## src/design/permPkg.sv

```systemverilog
package permPkg;

    localparam int NumVars = 4;
    localparam int NumPerms = 24;
    localparam int PermsPerSet = NumPerms / NumVars;   // 6 orderings per set

    typedef logic [7:0] entryT;
    typedef logic [127:0] botT;                        // 16 entries, entry j at bits 8j+7..8j
    typedef logic [NumPerms-1:0] maskT;                // Bit k is permutation k = 6*set + perm
    typedef logic [1:0] setIdxT;
    typedef logic [2:0] permIdxT;

    typedef enum logic {
        sIdle,
        sWalk
    } selStateT;

    // Lexicographic permutations of {0,1,2,3}
    // Field q (bits 2q+1..2q) holds sigma(q)
    localparam logic [7:0] permTable [0:NumPerms-1] = '{
        8'b11_10_01_00,   // 0123
        8'b10_11_01_00,   // 0132
        8'b11_01_10_00,   // 0213
        8'b01_11_10_00,   // 0231
        8'b10_01_11_00,   // 0312
        8'b01_10_11_00,   // 0321
        8'b11_10_00_01,   // 1023
        8'b10_11_00_01,   // 1032
        8'b11_00_10_01,   // 1203
        8'b00_11_10_01,   // 1230
        8'b10_00_11_01,   // 1302
        8'b00_10_11_01,   // 1320
        8'b11_01_00_10,   // 2013
        8'b01_11_00_10,   // 2031
        8'b11_00_01_10,   // 2103
        8'b00_11_01_10,   // 2130
        8'b01_00_11_10,   // 2301
        8'b00_01_11_10,   // 2310
        8'b10_01_00_11,   // 3012
        8'b01_10_00_11,   // 3021
        8'b10_00_01_11,   // 3102
        8'b00_10_01_11,   // 3120
        8'b01_00_10_11,   // 3201
        8'b00_01_10_11    // 3210
    };

endpackage

```

## src/design/permIfs.sv

```systemverilog
`timescale 1ns/10ps

// Head of the bot store, show-ahead
interface headIf import permPkg::*; ();

    logic headValid;
    botT  headBot;
    maskT headMask;
    logic headLast;
    logic pop;

    modport store (
        output headValid, headBot, headMask, headLast,
        input  pop
    );

    modport select (
        input  headValid, headBot, headMask, headLast,
        output pop
    );

endinterface


```

## src/design/botFifo.sv

```systemverilog
`timescale 1ns/10ps

module botFifo import permPkg::*; #(
    parameter int DepthLog2 = 5,
    parameter int AlmostFullMargin = 4
) (
    input  logic clk,
    input  logic rst,
    input  logic write,
    input  botT  botIn,
    input  maskT maskIn,
    input  logic lastIn,
    output logic almostFull,
    headIf.store head
);

    localparam int Depth = 2 ** DepthLog2;

    typedef logic [DepthLog2:0] ptrT;   // Extra wrap bit on top

    localparam ptrT HighLevel = ptrT'(Depth - AlmostFullMargin);

    botT  botMem [Depth];
    maskT maskMem [Depth];
    logic lastMem [Depth];

    ptrT  wrPtr;
    ptrT  rdPtr;
    ptrT  wrPtrNext;
    ptrT  rdPtrNext;
    ptrT  levelNext;
    logic full;
    logic wrEn;
    logic popEn;

    // Same slot, different lap
    assign full = (wrPtr[DepthLog2] != rdPtr[DepthLog2])
               && (wrPtr[DepthLog2-1:0] == rdPtr[DepthLog2-1:0]);

    assign wrEn = write && !full;
    assign popEn = head.pop && head.headValid;

    assign wrPtrNext = wrPtr + ptrT'(wrEn);
    assign rdPtrNext = rdPtr + ptrT'(popEn);
    assign levelNext = wrPtrNext - rdPtrNext;   // Includes the entry held at the head

    always_ff @(posedge clk) begin
        if (rst) begin
            wrPtr <= '0;
            rdPtr <= '0;
            head.headValid <= 1'b0;
            almostFull <= 1'b0;
        end else begin
            wrPtr <= wrPtrNext;
            rdPtr <= rdPtrNext;
            // A write in this cycle shows at the head one edge later
            head.headValid <= wrPtr != rdPtrNext;
            almostFull <= levelNext > HighLevel;
        end
    end

    always_ff @(posedge clk) begin
        if (wrEn) begin
            botMem[wrPtr[DepthLog2-1:0]] <= botIn;
            maskMem[wrPtr[DepthLog2-1:0]] <= maskIn;
            lastMem[wrPtr[DepthLog2-1:0]] <= lastIn;
        end
    end

    // Registered read of the next head, address moves ahead on a pop
    always_ff @(posedge clk) begin
        head.headBot <= botMem[rdPtrNext[DepthLog2-1:0]];
        head.headMask <= maskMem[rdPtrNext[DepthLog2-1:0]];
        head.headLast <= lastMem[rdPtrNext[DepthLog2-1:0]];
    end

endmodule

```

## src/flat_wrapper.sv

```systemverilog
// flat-port wrapper written by rule: the top's interface ports become plain ports
module botFifo_flat import permPkg::*;
#(
    parameter int DepthLog2 = 5,
    parameter int AlmostFullMargin = 4
)
  (clk, rst, write, botIn, maskIn, lastIn, almostFull, head_headValid, head_headBot, head_headMask, head_headLast, head_pop);
  headIf head_i ();
  input  logic clk;
  input  logic rst;
  input  logic write;
  input  botT botIn;
  input  maskT maskIn;
  input  logic lastIn;
  output logic almostFull;
  output wire logic [$bits(head_i.headValid)-1:0] head_headValid;
  output wire logic [$bits(head_i.headBot)-1:0] head_headBot;
  output wire logic [$bits(head_i.headMask)-1:0] head_headMask;
  output wire logic [$bits(head_i.headLast)-1:0] head_headLast;
  input wire logic [$bits(head_i.pop)-1:0] head_pop;
  assign head_headValid = head_i.headValid;
  assign head_headBot = head_i.headBot;
  assign head_headMask = head_i.headMask;
  assign head_headLast = head_i.headLast;
  assign head_i.pop = head_pop;
  botFifo #(.DepthLog2(DepthLog2), .AlmostFullMargin(AlmostFullMargin)) u_core (.clk(clk), .rst(rst), .write(write), .botIn(botIn), .maskIn(maskIn), .lastIn(lastIn), .almostFull(almostFull), .head(head_i));
endmodule
```

## config.mk

```make
export PLATFORM = sky130hd
export DESIGN_NAME = botFifo_flat
export DESIGN_NICKNAME = d
export VERILOG_FILES = /design/src/design/permPkg.sv /design/src/design/permIfs.sv /design/src/design/botFifo.sv /design/src/flat_wrapper.sv
export SDC_FILE = /design/constraint.sdc
export NUM_CORES = 2
export LEC_CHECK = 0
export ABC_CLOCK_PERIOD_IN_PS = 9000
export CAP_MARGIN = 20
export CELL_PAD_IN_SITES_DETAIL_PLACEMENT = 0
export CELL_PAD_IN_SITES_GLOBAL_PLACEMENT = 1
export CORE_MARGIN = 2
export CORE_UTILIZATION = 52
export CTS_CLUSTER_DIAMETER = 150
export DETAILED_ROUTE_END_ITERATION = 12
export DONT_BUFFER_PORTS = 1
export GPL_ROUTABILITY_DRIVEN = 0
export PLACE_DENSITY_LB_ADDON = 0.1
export SYNTH_ARGS = -nofsm -noshare
export SYNTH_HDL_FRONTEND = slang
export SYNTH_MEMORY_MAX_BITS = 65536
export SYNTH_SLANG_ARGS = --single-unit
```

## constraint.sdc

```tcl
create_clock -name clk -period 9 [get_ports clk]
set_clock_uncertainty 0.05 [all_clocks]
set_input_delay 0.9 -clock clk [delete_from_list [all_inputs] [get_ports clk]]
set_output_delay 0.9 -clock clk [all_outputs]
set_load 0.005 [all_outputs]
```

=== After elaboration in Yosys (flattened, before gate mapping) ===
Memories as Yosys holds them, arrays and structs flattened. A register that Yosys moved wholly into a read port is not among the register bits.
Cells that the tools add are included.
Widths: inputs -> output; s select.

* Reductions and logical operators: 4
* Muxes and demuxes: 2
* Order comparisons: 1
* Equality and inequality tests: 3
* Add/subtract/negate cells: 3

{| class="wikitable"
|+ Operator list
! cell !! number
|-
| $add 6x1->6 || 2
|-
| $gt 6x5->1 const B || 1
|-
| $ne 6x6->1 || 1
|-
| $sub 6x6->6 || 1
|-
| $eq 5x5->1 || 1
|-
| $logic_and 1x1->1 || 3
|-
| $mux 1 || 2
|-
| $logic_not 1->1 || 1
|-
| $ne 1x1->1 || 1
|}

* Bits in registers: 14
* Bits in writable memories: 4896
* Bits of input ports: 157
* Output and inout bits: 155
* Memories: 3
* Word-level logic and storage cells: 20

{| class="wikitable"
|+ Memory list
! memory !! depth !! bits a word !! read ports !! clocked after Yosys merged registers in !! write ports !! RTL line !! RTL
|-
| u_core.botMem || 32 || 128 || 1 || 1 || 1 || botFifo.sv:23 || <nowiki>botT botMem [Depth];</nowiki>
|-
| u_core.maskMem || 32 || 24 || 1 || 1 || 1 || botFifo.sv:24 || <nowiki>maskT maskMem [Depth];</nowiki>
|-
| u_core.lastMem || 32 || 1 || 1 || 1 || 1 || botFifo.sv:25 || <nowiki>logic lastMem [Depth];</nowiki>
|}

=== Logic depth before layout (Yosys ltp) ===
* Word-level depth: 7
* Gate-level depth with buffers: 14
* Gate-level depth less buffers: 13

=== Worst setup path after synthesis ===
Ideal clock, no wire load.

* Path type: input to register
* From: in write
* To: mem u_core.botMem[28][0] (netlist bit), enable pin
* Data required time: 8.282 ns
* Data arrival time: 8.091 ns
* Library setup time: 0.668 ns
* Buffers on the path: 1
* Stages: 4
* Slack: 0.191 ns
* Cell sequence: o31a_1 or3b_2 clkbuf_1 nor2_1

* Word-level cells in the longest chain between the ends: 3

{| class="wikitable"
|+ Ends and longest elaborated chain
! element !! RTL line !! RTL
|-
| from (decl) || flat_wrapper.sv:11 || <nowiki>input logic write;</nowiki>
|-
| $logic_and 1x1->1 || botFifo.sv:40 || <nowiki>assign wrEn = write && !full;</nowiki>
|-
| $mux 1 || botFifo.sv:63 || <nowiki>if (wrEn) begin</nowiki>
|-
| $mux 1 (implied by the code) || botFifo.sv:64 || <nowiki>botMem[wrPtr[DepthLog2-1:0]] <= botIn;</nowiki>
|-
| to (decl) || botFifo.sv:23 ||
|}

No other way between the ends.

=== Worst setup path in the final report ===
* From: reg u_core.wrPtr[2]
* To: mem u_core.botMem[14][120] (netlist bit), enable pin

* Word-level cells in the longest chain between the ends: 6

{| class="wikitable"
|+ Ends and longest elaborated chain
! element !! RTL line !! RTL
|-
| from (decl) || botFifo.sv:27 || <nowiki>ptrT wrPtr;</nowiki>
|-
| from (signal assigned) || botFifo.sv:54 || <nowiki>wrPtr <= wrPtrNext;</nowiki>
|-
| $eq 5x5->1 || botFifo.sv:38 || <nowiki>&& (wrPtr[DepthLog2-1:0] == rdPtr[DepthLog2-1:0]);</nowiki>
|-
| $logic_and 1x1->1 || botFifo.sv:38 ||
|-
| $logic_not 1->1 || botFifo.sv:40 ||
|-
| $logic_and 1x1->1 || botFifo.sv:40 ||
|-
| $mux 1 || botFifo.sv:63 ||
|-
| $mux 1 (implied by the code) || botFifo.sv:64 ||
|}

Several ways; a longest one is shown, not always the timed one.

==> flow_summary.ini <==
[setup_path]
worstRegToRegCells = 6
critPathLaunchType = register
critPathCaptureType = register
cp.arrival_ns = 5.36
max_stage_delay_ns = 1.00
crit_start = u_core.wrPtr[2]
rrSetupSlack_ns = 4.22
r2r-end = u_core.botMem[14][120]
r2r_start = u_core.wrPtr[2]
crit_type = register to register
cp.required_ns = 9.58
cp_max_fo = 82
crit_chain = xor2_1 > o31a_1 > nand3b_1 > nor2_4 > buf_12 > buf_4
cpMaxStageDelayCell = nor2_4

[floorplanning]
initial_utilization_pct = 52.20
io_pins = 312
core_mm2 = 0.3620
die_area_mm2 = 0.3682
die_h_um = 606.8
rows = 221
die_width_um = 606.8

[clock_network]
root_buffer = clkbuf_16
cts.path.max_buffers = 4
cts.sinks = 5063
clk_pin_slew_ns = 0.06
cts_setup_buffers = 0
post_cts_resized = 0
numCtsBuffers = 535
htree_levels = 6
cts_tree = built
clk-insertion-delay-late_ns = 1.02

[sta]
worstMarginPinSlew_ns = 1.166
hold_viol_final = 0
rsz0062_at_grt = no
setup_viol = 0
setup_tns_ns = 0
drv_slew = 0
finalCritPeriodShare_pct = 53.15
fin_crit_ns = 4.784
relSlewSlack_pct = 22.26
fmax_mhz = 209.0

[placement]
io_buffer_count = 0
post-place-cells = 11830
dp_hpwl_um = 207800

[synth]
synth_top_area_cell = edfxtp_1
synthArstFlopShare_pct = 0
netlist_area_mm2 = 0.1890
synth_edf_count = 4896
syn_inst = 7243
synth_fp_nets = 7410
synth_ff_type = edfxtp_1
yosys-top-cells-count = 4896 x edfxtp_1, 1530 x mux4_2, 204 x clkbuf_1
yosys-top-cells-area = edfxtp_1 78%, mux4_2 18%, dfxtp_1 1.8%, mux2_2 0.92%, buf_2 0.41%
avgSynthCellArea_um2 = 26.09
ys_ff_latch = 5063
yosysMostFrequentCell = edfxtp_1
synth.distinct_cells = 38
synth_top_area_share_pct = 77.81
ys_seq_area_share_pct = 79.58
yosys_warnings = 0

[route]
vias_per_cell = 6.351
drc = 0
via_count = 82760
wl_um = 473400
wire_per_inst_um = 36.33
drt_iter0_drc = 10240
drtPass1Iterations = 7
ant_nets = 0

[global_routing]
antenna_found_initial = 61
grt_max_degree = 146
grt_pass1_wl_um = 658900
grt_pass1_vias = 86880
gr-total-overflow = 0
gr-usage-all-layers_pct = 25.83

[power]
ir_worst_vdd_mv = 0.2700
power_leakage_nw = 65.58
powerDensity_mw_per_mm2 = 240.6
power_mw = 51.95

[hold_path]
min_from = botIn[69]
hold-path-endpoint = u_core.botMem[20][69]
hp-class = input pin to register
hold_depth = 1

[flow_run]
maxCapViolations = 0

[final_layout]
fill_cells = 24940
register_area_mm2 = 0.1504
fin_nets = 7956
multi_input_area_mm2 = 0.03733
finalNonFillerCells = 13030
drive_above_1_share_pct = 32.65
areaGrowthSynthToFinish_pct = 14.28

[run_status]
status = complete, no violations
worst max-delay path, delay by kind of cell, from the launching register on:
kind	cells	cell delay, ns
flip-flops	1	0.67
AO/OA/AOI/OAI	1	0.28
buffers and inverters	2	1.28
AND/OR/NAND/NOR	2	1.65
XOR/XNOR	1	0.24
how the worst max path moves through the flow:
stage / slack (ns) / depth (start not counted) / to
2_1_floorplan: 0.19 / 4 / u_core.botMem[28][0]
3_3_place_gp: 4.10 / 7 / u_core.head.headBot[91]
3_5_place_dp: 4.11 / 7 / u_core.head.headBot[92]
4_1_cts: 4.16 / 6 / u_core.botMem[14][120]
5_1_grt: 4.07 / 6 / u_core.botMem[14][120]
6_report: 4.22 / 6 / u_core.botMem[14][120]
area by class of cell:
type / count / share of cell area [%]
antenna: 14 / 0.01622
inverter: 5 / 0.008692
clock inverter: 240 / 0.9439
sequential: 5063 / 69.64
clock buffer: 731 / 6.848
multi-input combinational: 1811 / 17.29
timing repair buffer: 373 / 2.482
tap: 4794 / 2.778
layout by cell type (no fill, tap or decap), types with 26 or more instances in the layout:
master	n
clkbuf_16	569
dlygate4sd3_1	151
edfxtp_1	4896
dfxtp_1	167
mux2_2	154
buf_16	41
buf_4	76
clkbuf_8	26
clkinv_1	82
buf_12	85
clkinv_2	89
mux4_2	1530
nor2_4	32
clkbuf_1	151
metrics by stage:
step | setup WS, ns | cell area (um2) | util [%] | hold WS, ns
4_1_cts | 4.159 | 214400 | 59.22 | 0.04516
6_report | 4.216 | 215900 | 59.66 | 0.1338
2_1_floorplan | 0.1905 | 189000 | - | 0.5121
3_5_place_dp | 4.110 | 196000 | 54.14 | 0.5464
3_3_place_gp | 4.097 | 195900 | 54.11 | 0.5316
5_1_grt | 4.066 | 215900 | 59.65 | 0.1019
power breakdown:
part / switching [mW] / internal, mW
logic: 2.01 / 2.38
clock network: 8.94 / 12.2
registers: 0.255 / 26.1
timing repair:
action,CTS,global route
setup endpoints to repair,0,0
hold buffers,154,0
endpoints found under the hold margin,4910,0
cells by family (layout without fill, tap and decap cells):
group / count (synthesis) / in the layout / share of synthesized area [%]
xor+xnor: 17 / 17 / 0.07880
flops: 5063 / 5063 / 79.58
buf+inv: 369 / 1349 / 0.8390
fa+ha+maj: 10 / 10 / 0.07019
compound gates: 19 / 19 / 0.07086
simple gates: 81 / 81 / 0.2112
other cells: 0 / 14 / 0
mux: 1684 / 1684 / 19.15
flip-flops by register name, summed over array words and instances, names as in the netlist:
name                   flops
u_core.head.headMask      24
u_core.almostFull          1
u_core.head.headBot      128
u_core.wrPtr               6
u_core.maskMem           768
u_core.botMem           4096
u_core.lastMem            32
u_core.rdPtr               6
u_core.head.headValid      1
u_core.head.headLast       1
per-layer routing:
metal / global-route usage (%) / vias to the layer above / share of wire [%]
met5: 0 / - / 0.054
met4: 6.660 / 40 / 2.6
met3: 4.478 / 780 / 6.9
met2: 43.60 / 3189 / 51
met1: 35.28 / 45820 / 40
li1: - / 32930 / -
Power figures use the tool's default switching activity.
