==> config.mk <==
export PLATFORM = sky130hd
export DESIGN_NAME = permSelect_flat
export DESIGN_NICKNAME = d
export VERILOG_FILES = /design/src/design/permPkg.sv /design/src/design/permIfs.sv /design/src/design/permSelect.sv /design/src/flat_wrapper.sv
export SDC_FILE = /design/constraint.sdc
export NUM_CORES = 1
export LEC_CHECK = 0
export BUFFER_PORTS_ARGS = -buffer_cell sky130_fd_sc_hd__buf_2
export CORE_MARGIN = 1
export CORE_UTILIZATION = 45
export CTS_CLUSTER_SIZE = 40
export DETAILED_ROUTE_END_ITERATION = 10
export GPL_TIMING_DRIVEN = 0
export HOLD_SLACK_MARGIN = 0.02
export PLACE_DENSITY = 0.85
export SYNTH_ARGS = -nofsm -noshare
export SYNTH_HDL_FRONTEND = slang
export SYNTH_SLANG_ARGS = --single-unit
export TNS_END_PERCENT = 100
==> constraint.sdc <==
create_clock -name clk -period 5.4 [get_ports clk]
set_input_delay 1.08 -clock clk [delete_from_list [all_inputs] [get_ports clk]]
set_output_delay 1.08 -clock clk [all_outputs]
set_load 0.02 [all_outputs]
==> src/design/permPkg.sv <==
package permPkg;

    localparam int NumVars = 4;
    localparam int NumPerms = 24;
    localparam int PermsPerSet = NumPerms / NumVars;   // 6 orderings per set

    typedef logic [7:0] entryT;
    typedef logic [127:0] botT;                        // 16 entries, entry j at bits 8j+7..8j
    typedef logic [NumPerms-1:0] maskT;                // Bit k is permutation k = 6*set + perm
    typedef logic [1:0] setIdxT;
    typedef logic [2:0] permIdxT;

    typedef enum logic {
        sIdle,
        sWalk
    } selStateT;

    // Lexicographic permutations of {0,1,2,3}
    // Field q (bits 2q+1..2q) holds sigma(q)
    localparam logic [7:0] permTable [0:NumPerms-1] = '{
        8'b11_10_01_00,   // 0123
        8'b10_11_01_00,   // 0132
        8'b11_01_10_00,   // 0213
        8'b01_11_10_00,   // 0231
        8'b10_01_11_00,   // 0312
        8'b01_10_11_00,   // 0321
        8'b11_10_00_01,   // 1023
        8'b10_11_00_01,   // 1032
        8'b11_00_10_01,   // 1203
        8'b00_11_10_01,   // 1230
        8'b10_00_11_01,   // 1302
        8'b00_10_11_01,   // 1320
        8'b11_01_00_10,   // 2013
        8'b01_11_00_10,   // 2031
        8'b11_00_01_10,   // 2103
        8'b00_11_01_10,   // 2130
        8'b01_00_11_10,   // 2301
        8'b00_01_11_10,   // 2310
        8'b10_01_00_11,   // 3012
        8'b01_10_00_11,   // 3021
        8'b10_00_01_11,   // 3102
        8'b00_10_01_11,   // 3120
        8'b01_00_10_11,   // 3201
        8'b00_01_10_11    // 3210
    };

endpackage

==> src/design/permIfs.sv <==
`timescale 1ns/10ps

// Head of the bot store, show-ahead
interface headIf import permPkg::*; ();

    logic headValid;
    botT  headBot;
    maskT headMask;
    logic headLast;
    logic pop;

    modport store (
        output headValid, headBot, headMask, headLast,
        input  pop
    );

    modport select (
        input  headValid, headBot, headMask, headLast,
        output pop
    );

endinterface

// One selected permutation of a held bot, no stall
interface selIf import permPkg::*; ();

    logic    selValid;
    botT     selBot;
    setIdxT  selSet;
    permIdxT selPerm;
    logic    selLast;

    modport issue (
        output selValid, selBot, selSet, selPerm, selLast
    );

    modport execute (
        input selValid, selBot, selSet, selPerm, selLast
    );

endinterface

==> src/design/permSelect.sv <==
`timescale 1ns/10ps

module permSelect import permPkg::*; (
    input logic clk,
    input logic rst,
    input logic slowDown,
    headIf.select head,
    selIf.issue sel
);

    selStateT state;
    botT      heldBot;
    maskT     pending;    // Held mask in permutation-major order
    logic     heldLast;

    maskT       remaining;
    logic [4:0] lowIdx;
    logic       issue;
    logic       walkDone;
    logic       loadHead;

    // Bit 4*perm + set of the result is bit 6*set + perm of the mask
    function automatic maskT permMajor(input maskT m);
        maskT r;
        r = '0;
        for (int p = 0; p < PermsPerSet; p++) begin
            for (int s = 0; s < NumVars; s++) begin
                r[p * NumVars + s] = m[s * PermsPerSet + p];
            end
        end
        return r;
    endfunction

    function automatic logic [4:0] firstSet(input maskT m);
        logic [4:0] idx;
        idx = '0;
        for (int b = NumPerms - 1; b >= 0; b--) begin
            if (m[b]) begin
                idx = 5'(b);
            end
        end
        return idx;
    endfunction

    assign lowIdx = firstSet(pending);
    assign remaining = pending & (pending - 1'b1);   // Drop the lowest pending bit

    assign issue = (state == sWalk) && !slowDown;
    assign walkDone = remaining == '0;               // Also true for an empty mask

    // Back to back bots: the next head loads with the last issue
    assign loadHead = head.headValid && ((state == sIdle) || (issue && walkDone));
    assign head.pop = loadHead;

    always_ff @(posedge clk) begin
        if (rst) begin
            state <= sIdle;
            sel.selValid <= 1'b0;
            sel.selLast <= 1'b0;
        end else begin
            sel.selValid <= issue && (pending != '0);
            sel.selLast <= issue && walkDone && heldLast;
            if (loadHead) begin
                state <= sWalk;
            end else if (issue && walkDone) begin
                state <= sIdle;
            end
        end
    end

    always_ff @(posedge clk) begin
        if (loadHead) begin
            heldBot <= head.headBot;
            pending <= permMajor(head.headMask);
            heldLast <= head.headLast;
        end else if (issue) begin
            pending <= remaining;
        end
    end

    always_ff @(posedge clk) begin
        if (issue) begin
            sel.selBot <= heldBot;
            sel.selSet <= setIdxT'(lowIdx[1:0]);
            sel.selPerm <= permIdxT'(lowIdx[4:2]);
        end
    end

endmodule

==> src/flat_wrapper.sv <==
// flat-port wrapper written by rule: the top's interface ports become plain ports
module permSelect_flat import permPkg::*;
  (clk, rst, slowDown, head_headValid, head_headBot, head_headMask, head_headLast, head_pop, sel_selValid, sel_selBot, sel_selSet, sel_selPerm, sel_selLast);
  headIf head_i ();
  selIf sel_i ();
  input logic clk;
  input logic rst;
  input logic slowDown;
  input wire logic [$bits(head_i.headValid)-1:0] head_headValid;
  input wire logic [$bits(head_i.headBot)-1:0] head_headBot;
  input wire logic [$bits(head_i.headMask)-1:0] head_headMask;
  input wire logic [$bits(head_i.headLast)-1:0] head_headLast;
  output wire logic [$bits(head_i.pop)-1:0] head_pop;
  output wire logic [$bits(sel_i.selValid)-1:0] sel_selValid;
  output wire logic [$bits(sel_i.selBot)-1:0] sel_selBot;
  output wire logic [$bits(sel_i.selSet)-1:0] sel_selSet;
  output wire logic [$bits(sel_i.selPerm)-1:0] sel_selPerm;
  output wire logic [$bits(sel_i.selLast)-1:0] sel_selLast;
  assign head_i.headValid = head_headValid;
  assign head_i.headBot = head_headBot;
  assign head_i.headMask = head_headMask;
  assign head_i.headLast = head_headLast;
  assign head_pop = head_i.pop;
  assign sel_selValid = sel_i.selValid;
  assign sel_selBot = sel_i.selBot;
  assign sel_selSet = sel_i.selSet;
  assign sel_selPerm = sel_i.selPerm;
  assign sel_selLast = sel_i.selLast;
  permSelect u_core (.clk(clk), .rst(rst), .slowDown(slowDown), .head(head_i), .sel(sel_i));
endmodule
## Word level (Yosys, flattened, before mapping)

Index checks and enable logic that the tools add are counted.

| operators by class | value |
|---|---|
| $add $sub $neg | 1 |
| multipliers | 0 |
| divide/modulo/power cells | 0 |
| $lt $le $gt $ge | 0 |
| eq/ne operators | 0 |
| shifts and indexed selects | 0 |
| muxes and demuxes | 27 |
| bitwise operators | 2 |
| reduce and logical (&&, ||, !) cells | 15 |

Operators with widths:

| cell | count |
|---|---|
| $mux W24 | 2 |
| $mux W5 | 8 |
| $mux W4 | 8 |
| $and A24 B24 Y24 | 1 |
| $logic_not A24 Y1 | 1 |
| $reduce_bool A24 Y1 | 1 |
| $sub A24 B1 Y24 const B | 1 |
| $reduce_or A16 Y1 | 1 |
| $mux W3 | 4 |
| $reduce_or A8 Y1 | 1 |
| $logic_and A1 B1 Y1 | 5 |
| $mux W2 | 2 |
| $reduce_bool A2 Y1 | 2 |
| $reduce_or A4 Y1 | 1 |
| $mux W1 | 3 |
| $reduce_or A2 Y1 | 1 |
| $logic_not A1 Y1 | 1 |
| $logic_or A1 B1 Y1 | 1 |
| $not A1 Y1 | 1 |

| storage, ports and cells | value |
|---|---|
| bits in registers | 289 |
| latch bits | 0 |
| bits in writable memories | 0 |
| memory bits (read-only) | 0 |
| input port bits | 157 |
| output and inout bits | 136 |
| logic and storage cells | 57 |
| memories | 0 |

## Longest topological paths before layout

Gate-level depths: netlist of the first run.

| depth | value |
|---|---|
| depth after elaboration | 23 |
| depth in mapped cells | 10 |
| depth with buffers taken out | 8 |

## Worst setup path before layout of the first run

No wires, ideal clock.

| timing path | value |
|---|---|
| path kind | input-to-output |
| from | in slowDown |
| to | out head_pop |
| arrival | 4746 ps |
| data required time | 4320 ps |
| slack | -426 ps |
| stages on the path | 7 |
| buffers on the path | 0 |
| cells stage by stage | nand2b_1 a221o_1 a21oi_1 nand4_1 nor4_2 o21ai_2 inv_1 |

| on the way | value |
|---|---|
| cells in the longest elaborated chain, start to end | 5 |

RTL lines:

| what | line | text |
|---|---|---|
| start, declared | flat_wrapper.sv:8 | `input logic slowDown;` |
| $logic_not A1 Y1 | permSelect.sv:48 | `assign issue = (state == sWalk) && !slowDown;` |
| $logic_and A1 B1 Y1 | permSelect.sv:48 |  |
| $logic_and A1 B1 Y1 | permSelect.sv:52 | `assign loadHead = head.headValid && ((state == sIdle) \|\| (issue && walkDone));` |
| $logic_or A1 B1 Y1 | permSelect.sv:52 |  |
| $logic_and A1 B1 Y1 | permSelect.sv:52 |  |
| end, declared | flat_wrapper.sv:13 | `output wire logic [$bits(head_i.pop)-1:0] head_pop;` |

No other way between the ends.

## Worst setup path after layout of the first run

| timing path | value |
|---|---|
| from | reg u_core.pending[3] |
| to | out head_pop |

| on the way | value |
|---|---|
| cells in the longest elaborated chain, start to end | 6 |

RTL lines:

| what | line | text |
|---|---|---|
| start, declared | permSelect.sv:13 | `maskT pending;` |
| start signal, assigned | permSelect.sv:74 | `pending <= permMajor(head.headMask);` |
| start signal, assigned | permSelect.sv:77 | `pending <= remaining;` |
| $sub A24 B1 Y24 | permSelect.sv:46 | `assign remaining = pending & (pending - 1'b1);` |
| $and A24 B24 Y24 (*) | permSelect.sv:46 |  |
| $logic_not A24 Y1 (*) | permSelect.sv:49 | `assign walkDone = remaining == '0;` |
| $logic_and A1 B1 Y1 (*) | permSelect.sv:52 |  |
| $logic_or A1 B1 Y1 (*) | permSelect.sv:52 |  |
| $logic_and A1 B1 Y1 (*) | permSelect.sv:52 |  |

Every way passes the cells marked *; elsewhere a longest branch is shown, timed or not.

==> results of run 1 <==
[synthesized netlist by cell type, drive strengths merged, types with 2 or more instances]
| master | number | area [sq um] |
|---|---|---|
| a211oi | 3 | 22.5 |
| a21oi | 13 | 65.1 |
| a31oi | 2 | 12.5 |
| buf | 4 | 32.5 |
| clkbuf | 11 | 41.3 |
| dfxtp | 3 | 60.1 |
| edfxtp | 286 | 8590 |
| inv | 30 | 113 |
| nand2 | 11 | 41.3 |
| nand3 | 8 | 40.0 |
| nand4 | 3 | 25.0 |
| nor2 | 19 | 71.3 |
| nor2b | 2 | 12.5 |
| nor3 | 6 | 30.0 |
| nor4 | 5 | 73.8 |
| o211ai | 7 | 52.6 |
| o21ai | 26 | 134 |
| o21bai | 2 | 15.0 |
| o22a | 2 | 17.5 |
| o311ai | 4 | 35.0 |
| o31ai | 4 | 30.0 |
| o32ai | 3 | 26.3 |
| or2 | 2 | 12.5 |
| or3 | 2 | 12.5 |
[cell families (layout without fill, tap and decap cells)]
group,Yosys count,count (layout),share of synthesized area
compound gates,79,79,0.0551
buf+inv,45,396,0.0191
flops,289,289,0.887
mux,1,1,0.00103
other cells,0,1,0
simple gates,64,64,0.0375
[final timing paths]
path	startpoint	slack, ns	end	cells after the start
max	u_core.pending[3]	0.31	head_pop	11
min	u_core.heldBot[0]	0.41	u_core.sel.selBot[0]	0
max reg2reg	u_core.pending[3]	1.44	u_core.pending[21]	9
min reg2reg	u_core.heldBot[0]	0.41	u_core.sel.selBot[0]	0
[metrics by stage]
stage          setup slack, ns  area, sq um   util
6_report                 0.307        12800  0.604
5_1_grt                 0.0567        12800  0.604
4_1_cts                 0.0660        12700  0.603
3_5_place_dp             0.600        11600  0.551
3_3_place_gp            -0.877        11600  0.546
2_1_floorplan            0.838         9750      -
[critical path, stage by stage (launching register included)]
cell        delay (ns)
edfxtp_1          0.51
nor4_4            0.45
nand4_2           0.29
buf_6             0.23
o31ai_1           0.27
nand4b_1          0.17
nor4_2            0.44
o21ai_2           0.23
clkinvlp_4        0.15
buf_12            0.21
buf_12            0.25
buf_2             0.21
[final cells by class]
cell class	count	area, sq um	area share
Antenna cell	1	2.50	0.000196
Buffer	15	73.8	0.00578
Clock buffer	30	729	0.0571
Clock inverter	24	372	0.0291
Inverter	30	121	0.00950
Multi-Input combinational cell	144	923	0.0723
Sequential cell	289	8650	0.677
Tap cell	275	344	0.0269
Timing Repair Buffer	297	1560	0.122
[power breakdown]
| part | internal (uW) | total, uW | switching [uW] | leakage, uW |
|---|---|---|---|---|
| logic | 115 | 321 | 206 | 0.00162 |
| registers | 2610 | 2660 | 49.1 | 0.00272 |
| clock network | 1420 | 2270 | 845 | 0.000543 |
[sequential cells by signal, summed over array words and instances (netlist names)]
name                 count
u_core.state             1
u_core.sel.selSet        2
u_core.sel.selLast       1
u_core.heldLast          1
u_core.sel.selValid      1
u_core.pending          24
u_core.heldBot         128
u_core.sel.selPerm       3
u_core.sel.selBot      128
[repair_timing]
action | in CTS | in global routing
setup endpoints to repair | 0 | 1
endpoints found under the hold margin | 0 | 0
setup buffers | 0 | 1
hold buffers | 0 | 0
gates resized for setup | 0 | 1
[metal layers]
layer	global-route usage	up-vias	wire (microns)
met3	0.0456	33	1920
met4	0.0490	0	357
met5	0	-	0
met2	0.302	288	10100
met1	0.222	2592	8050
li1	-	2549	-
==> results.toml, run 1 <==
[status]
status = "finished, final reports clean"

[logic_synthesis]
ys_seq_elements = 289
syn_avg_cell_area_sq_um = 20.4
async_reset_ff_frac = 0
syn_inst = 478
ys_types = 50
seq_area_frac_synth = 0.887
synth_ff_type = "edfxtp_1"
yosysWarnings = 0
syn_nets = 635
mappedNetlistArea_sq_mm = 0.00975
synth_edf_count = 286

[grt]
grt_max_degree = 78
grt_antenna_before_repair = 3
track_usage = 0.177
grt_pass1_vias = 5364
gr-total-overflow = 0
grt_pass1_wl_microns = 29700

[die]
ioPinCount = 293
die_h_microns = 149
floorplan.initialDensity = 0.461
die_w_microns = 149
dieArea_sq_mm = 0.0223
core_area_sq_mm = 0.0212
rows = 53

[finish]
final_cells = 1105
layout_commonest_cell = "buf_2"
areaGrowthSynthToFinish_pct = 31.0
drive_gt1_frac = 0.439
nets = 963
final_cell_mix = "buf_2, edfxtp_1, clkbuf_16"
fillers = 1509

[detailed_routing]
wl_microns = 20500
firstDrtPassIters = 5
final_antenna_net_count = 0
wl_per_cell_microns = 18.5
vias_per_cell = 4.94
drtIter0Drc = 351
drc_errors = 0
vias = 5462

[timing]
period_minus_slack_ns = 5.09
fmax_mhz = 196
finalHoldViolCount = 0
rsz0062_at_grt = "no"
worst_pin_slew_ns = 1.06
clock_skew_ns = 0.0128
setup_tns_ns = 0
drv_slew = 0
final.period_utilization = 0.943
hold_ws_ns = 0.414
setup_viol = 0
relSlewSlack = 0.294

[flow_run]
max_cap_violations = 0

[hold_path]
hp-class = "reg2reg"

[placement]
port_buffers = 292
dp.cells = 1049
gp_congestion = 0.871
place_hpwl_microns = 14200

[worst_setup_path]
start_kind = "flip-flop"
crit_arrival_ns = 4.01
critPathRequiredTime_ns = 4.32
critical_path.max_fanout = 37
crit_path_end_kind = "output pin"
worst-setup-path-type = "reg2out"

[clock_network]
cts_sinks = 289
path_clk_slew_ns = 0.06
cts_tree = "yes"
cts_made_buffers = 29
cts-root-buf = "clkbuf_16"
htreeDepth = 1
clockBufferDepth = 3
clk_latency_ns = 0.55

[power]
powerDensity_mw_per_mm2 = 411
leakage_uw = 0.00489
power.total_uw = 5250
ir_drop_mv = 0.282
Power figures use the tool's default switching activity.
==> run 2: changes to the inputs <==
Settings changed: CTS_BUF_LIST from default to sky130_fd_sc_hd__clkbuf_8.
==> run 2 against run 1 <==
Against the previous run:
- utilization decreased by 0.96 points
- critical path type unchanged
- critical endpoint unchanged
- cell area decreased by 1.6%
- via count increased by 1.1%
- clock power decreased by 20%
==> results.toml, run 2 (synthesis gave the netlist of run 1 again) <==
[placement]
dp.cells = 1049
place_hpwl_microns = 14200
port_buffers = 292
gp_congestion = 0.871
post-place-ws_ns = 0.600

[detailed_routing]
vias_per_cell = 4.87
wl_per_cell_microns = 17.8
firstDrtPassIters = 5
final_antenna_net_count = 0
drc_errors = 0
wl_microns = 20200
vias = 5524
drtIter0Drc = 378

[clock_network]
post_cts_resize_count = 0
clockBufferDepth = 3
cts_made_buffers = 45
cts_tree = "yes"
cts_sinks = 289
clk_latency_ns = 0.55
htreeDepth = 2
path_clk_slew_ns = 0.06
cts-root-buf = "clkbuf_8"

[timing]
worst_pin_slew_ns = 1.06
rsz0062_at_grt = "no"
final.setup.worst_slack_ns = 0.365
period_minus_slack_ns = 5.03
relSlewSlack = 0.289
setup_viol = 0
final.period_utilization = 0.932
drv_slew = 0
finalHoldViolCount = 0
clock_skew_ns = 0.0252
fmax_mhz = 199

[grt]
gr-total-overflow = 0
grt_max_degree = 78
track_usage = 0.177
grt_pass1_wl_microns = 29600
grt_pass1_vias = 5460
grt_antenna_before_repair = 3

[die]
die_w_microns = 149
dieArea_sq_mm = 0.0223
core_area_sq_mm = 0.0212
rows = 53
floorplan.initialDensity = 0.461
ioPinCount = 293
die_h_microns = 149

[worst_setup_path]
timing.critical_path.mode_cell = "buf_12"
crit_path_end_kind = "output pin"
worst-setup-path-type = "reg2out"
start_kind = "flip-flop"
path_cells = "nor4_4 > nand4_2 > buf_6 > o31ai_1 > nand4b_1 > nor4_2 > o21ai_2 > clkinvlp_4 > buf_12 > buf_12 > buf_2"
critPathRequiredTime_ns = 4.32
reg2reg_slack_ns = 1.48
critPathMaxStageDelay_ns = 0.51
critical_path.max_fanout = 37
cp_slowest_cell = "edfxtp_1"
crit_arrival_ns = 3.95

[status]
status = "finished, final reports clean"

[finish]
finish.utilization = 0.594
layout_commonest_cell = "buf_2"
drive_gt1_frac = 0.434
final_cells = 1135
nets = 979
reg_top3 = "u_core.heldBot: 128 flops, u_core.sel.selBot: 128 flops, u_core.pending: 24 flops"
areaGrowthSynthToFinish_pct = 28.9
final_cell_mix = "buf_2, edfxtp_1, clkbuf_8"
fillers = 1545

[power]
leakage_uw = 0.00482
powerDensity_mw_per_mm2 = 382
ir_drop_mv = 0.172

[hold_path]
hp-class = "reg2reg"

[flow_run]
max_cap_violations = 0
==> run 2: cell count changes in the layout (fill, tap and decap cells not counted) <==
cell,previous run,this run
clkbuf_16,29,0
inv_16,1,0
clkbuf_1,12,11
clkbuf_8,0,45
inv_12,0,1
inv_1,28,33
clkinv_1,2,19
o41ai_4,1,0
o41ai_2,0,1
clkinv_2,8,6
bufinv_16,9,4
==> run 2: final timing paths <==
kind,from,to,cells past startpoint
worst max-delay path,u_core.pending[3],head_pop,11
worst min-delay path,u_core.heldBot[37],u_core.sel.selBot[37],0
worst max register to register,u_core.pending[3],u_core.pending[14],9
worst min register to register,u_core.heldBot[37],u_core.sel.selBot[37],0
==> run 2: per-layer routing <==
metal,track usage,wire [microns]
met2,0.300,10100
met5,0,0
met1,0.214,7880
met3,0.0560,1870
met4,0.0566,376
==> run 2: cell type report <==
class | instances | area, sq um | area share
clock inverters | 39 | 290 | 0.0231
well taps | 275 | 344 | 0.0274
diodes | 1 | 2.50 | 0.000199
clock buffers | 45 | 619 | 0.0493
repair buffers | 297 | 1560 | 0.124
multi-input cells | 144 | 912 | 0.0726
flip-flops and latches | 289 | 8650 | 0.688
plain buffers | 15 | 73.8 | 0.00587
inverters | 30 | 121 | 0.00966
==> run 2: critical path: cells and delay by family (launching register included) <==
family	cells	cell delay, ns
and+or+nand+nor	4	1.33
buffers and inverters	5	1.02
AOI/OAI and AO/OA	2	0.48
DFF	1	0.51
==> run 2: per-stage QoR <==
stage / hold slack (ns) / TNS (ns) / cell area (sq um) / total power (uW)
2_1_floorplan: 0.400 / 0 / 9750 / 2870
3_3_place_gp: 0.400 / -40.03 / 11600 / 3000
3_5_place_dp: 0.405 / 0 / 11600 / 3020
4_1_cts: 0.409 / 0 / 12600 / 4850
5_1_grt: 0.420 / 0 / 12600 / 4970
6_report: 0.415 / 0 / 12600 / 4800
==> run 2: power by group <==
part | leakage (uW) | internal (uW) | switching, uW
logic | 0.00162 | 114 | 203
clock network | 0.000481 | 989 | 833
registers | 0.00272 | 2610 | 48.3
==> run 2: what timing repair did <==
item	CTS	global route
hold buffers	0	0
hold endpoints to repair	0	0
endpoints found under the setup margin	0	1
setup buffers	0	1
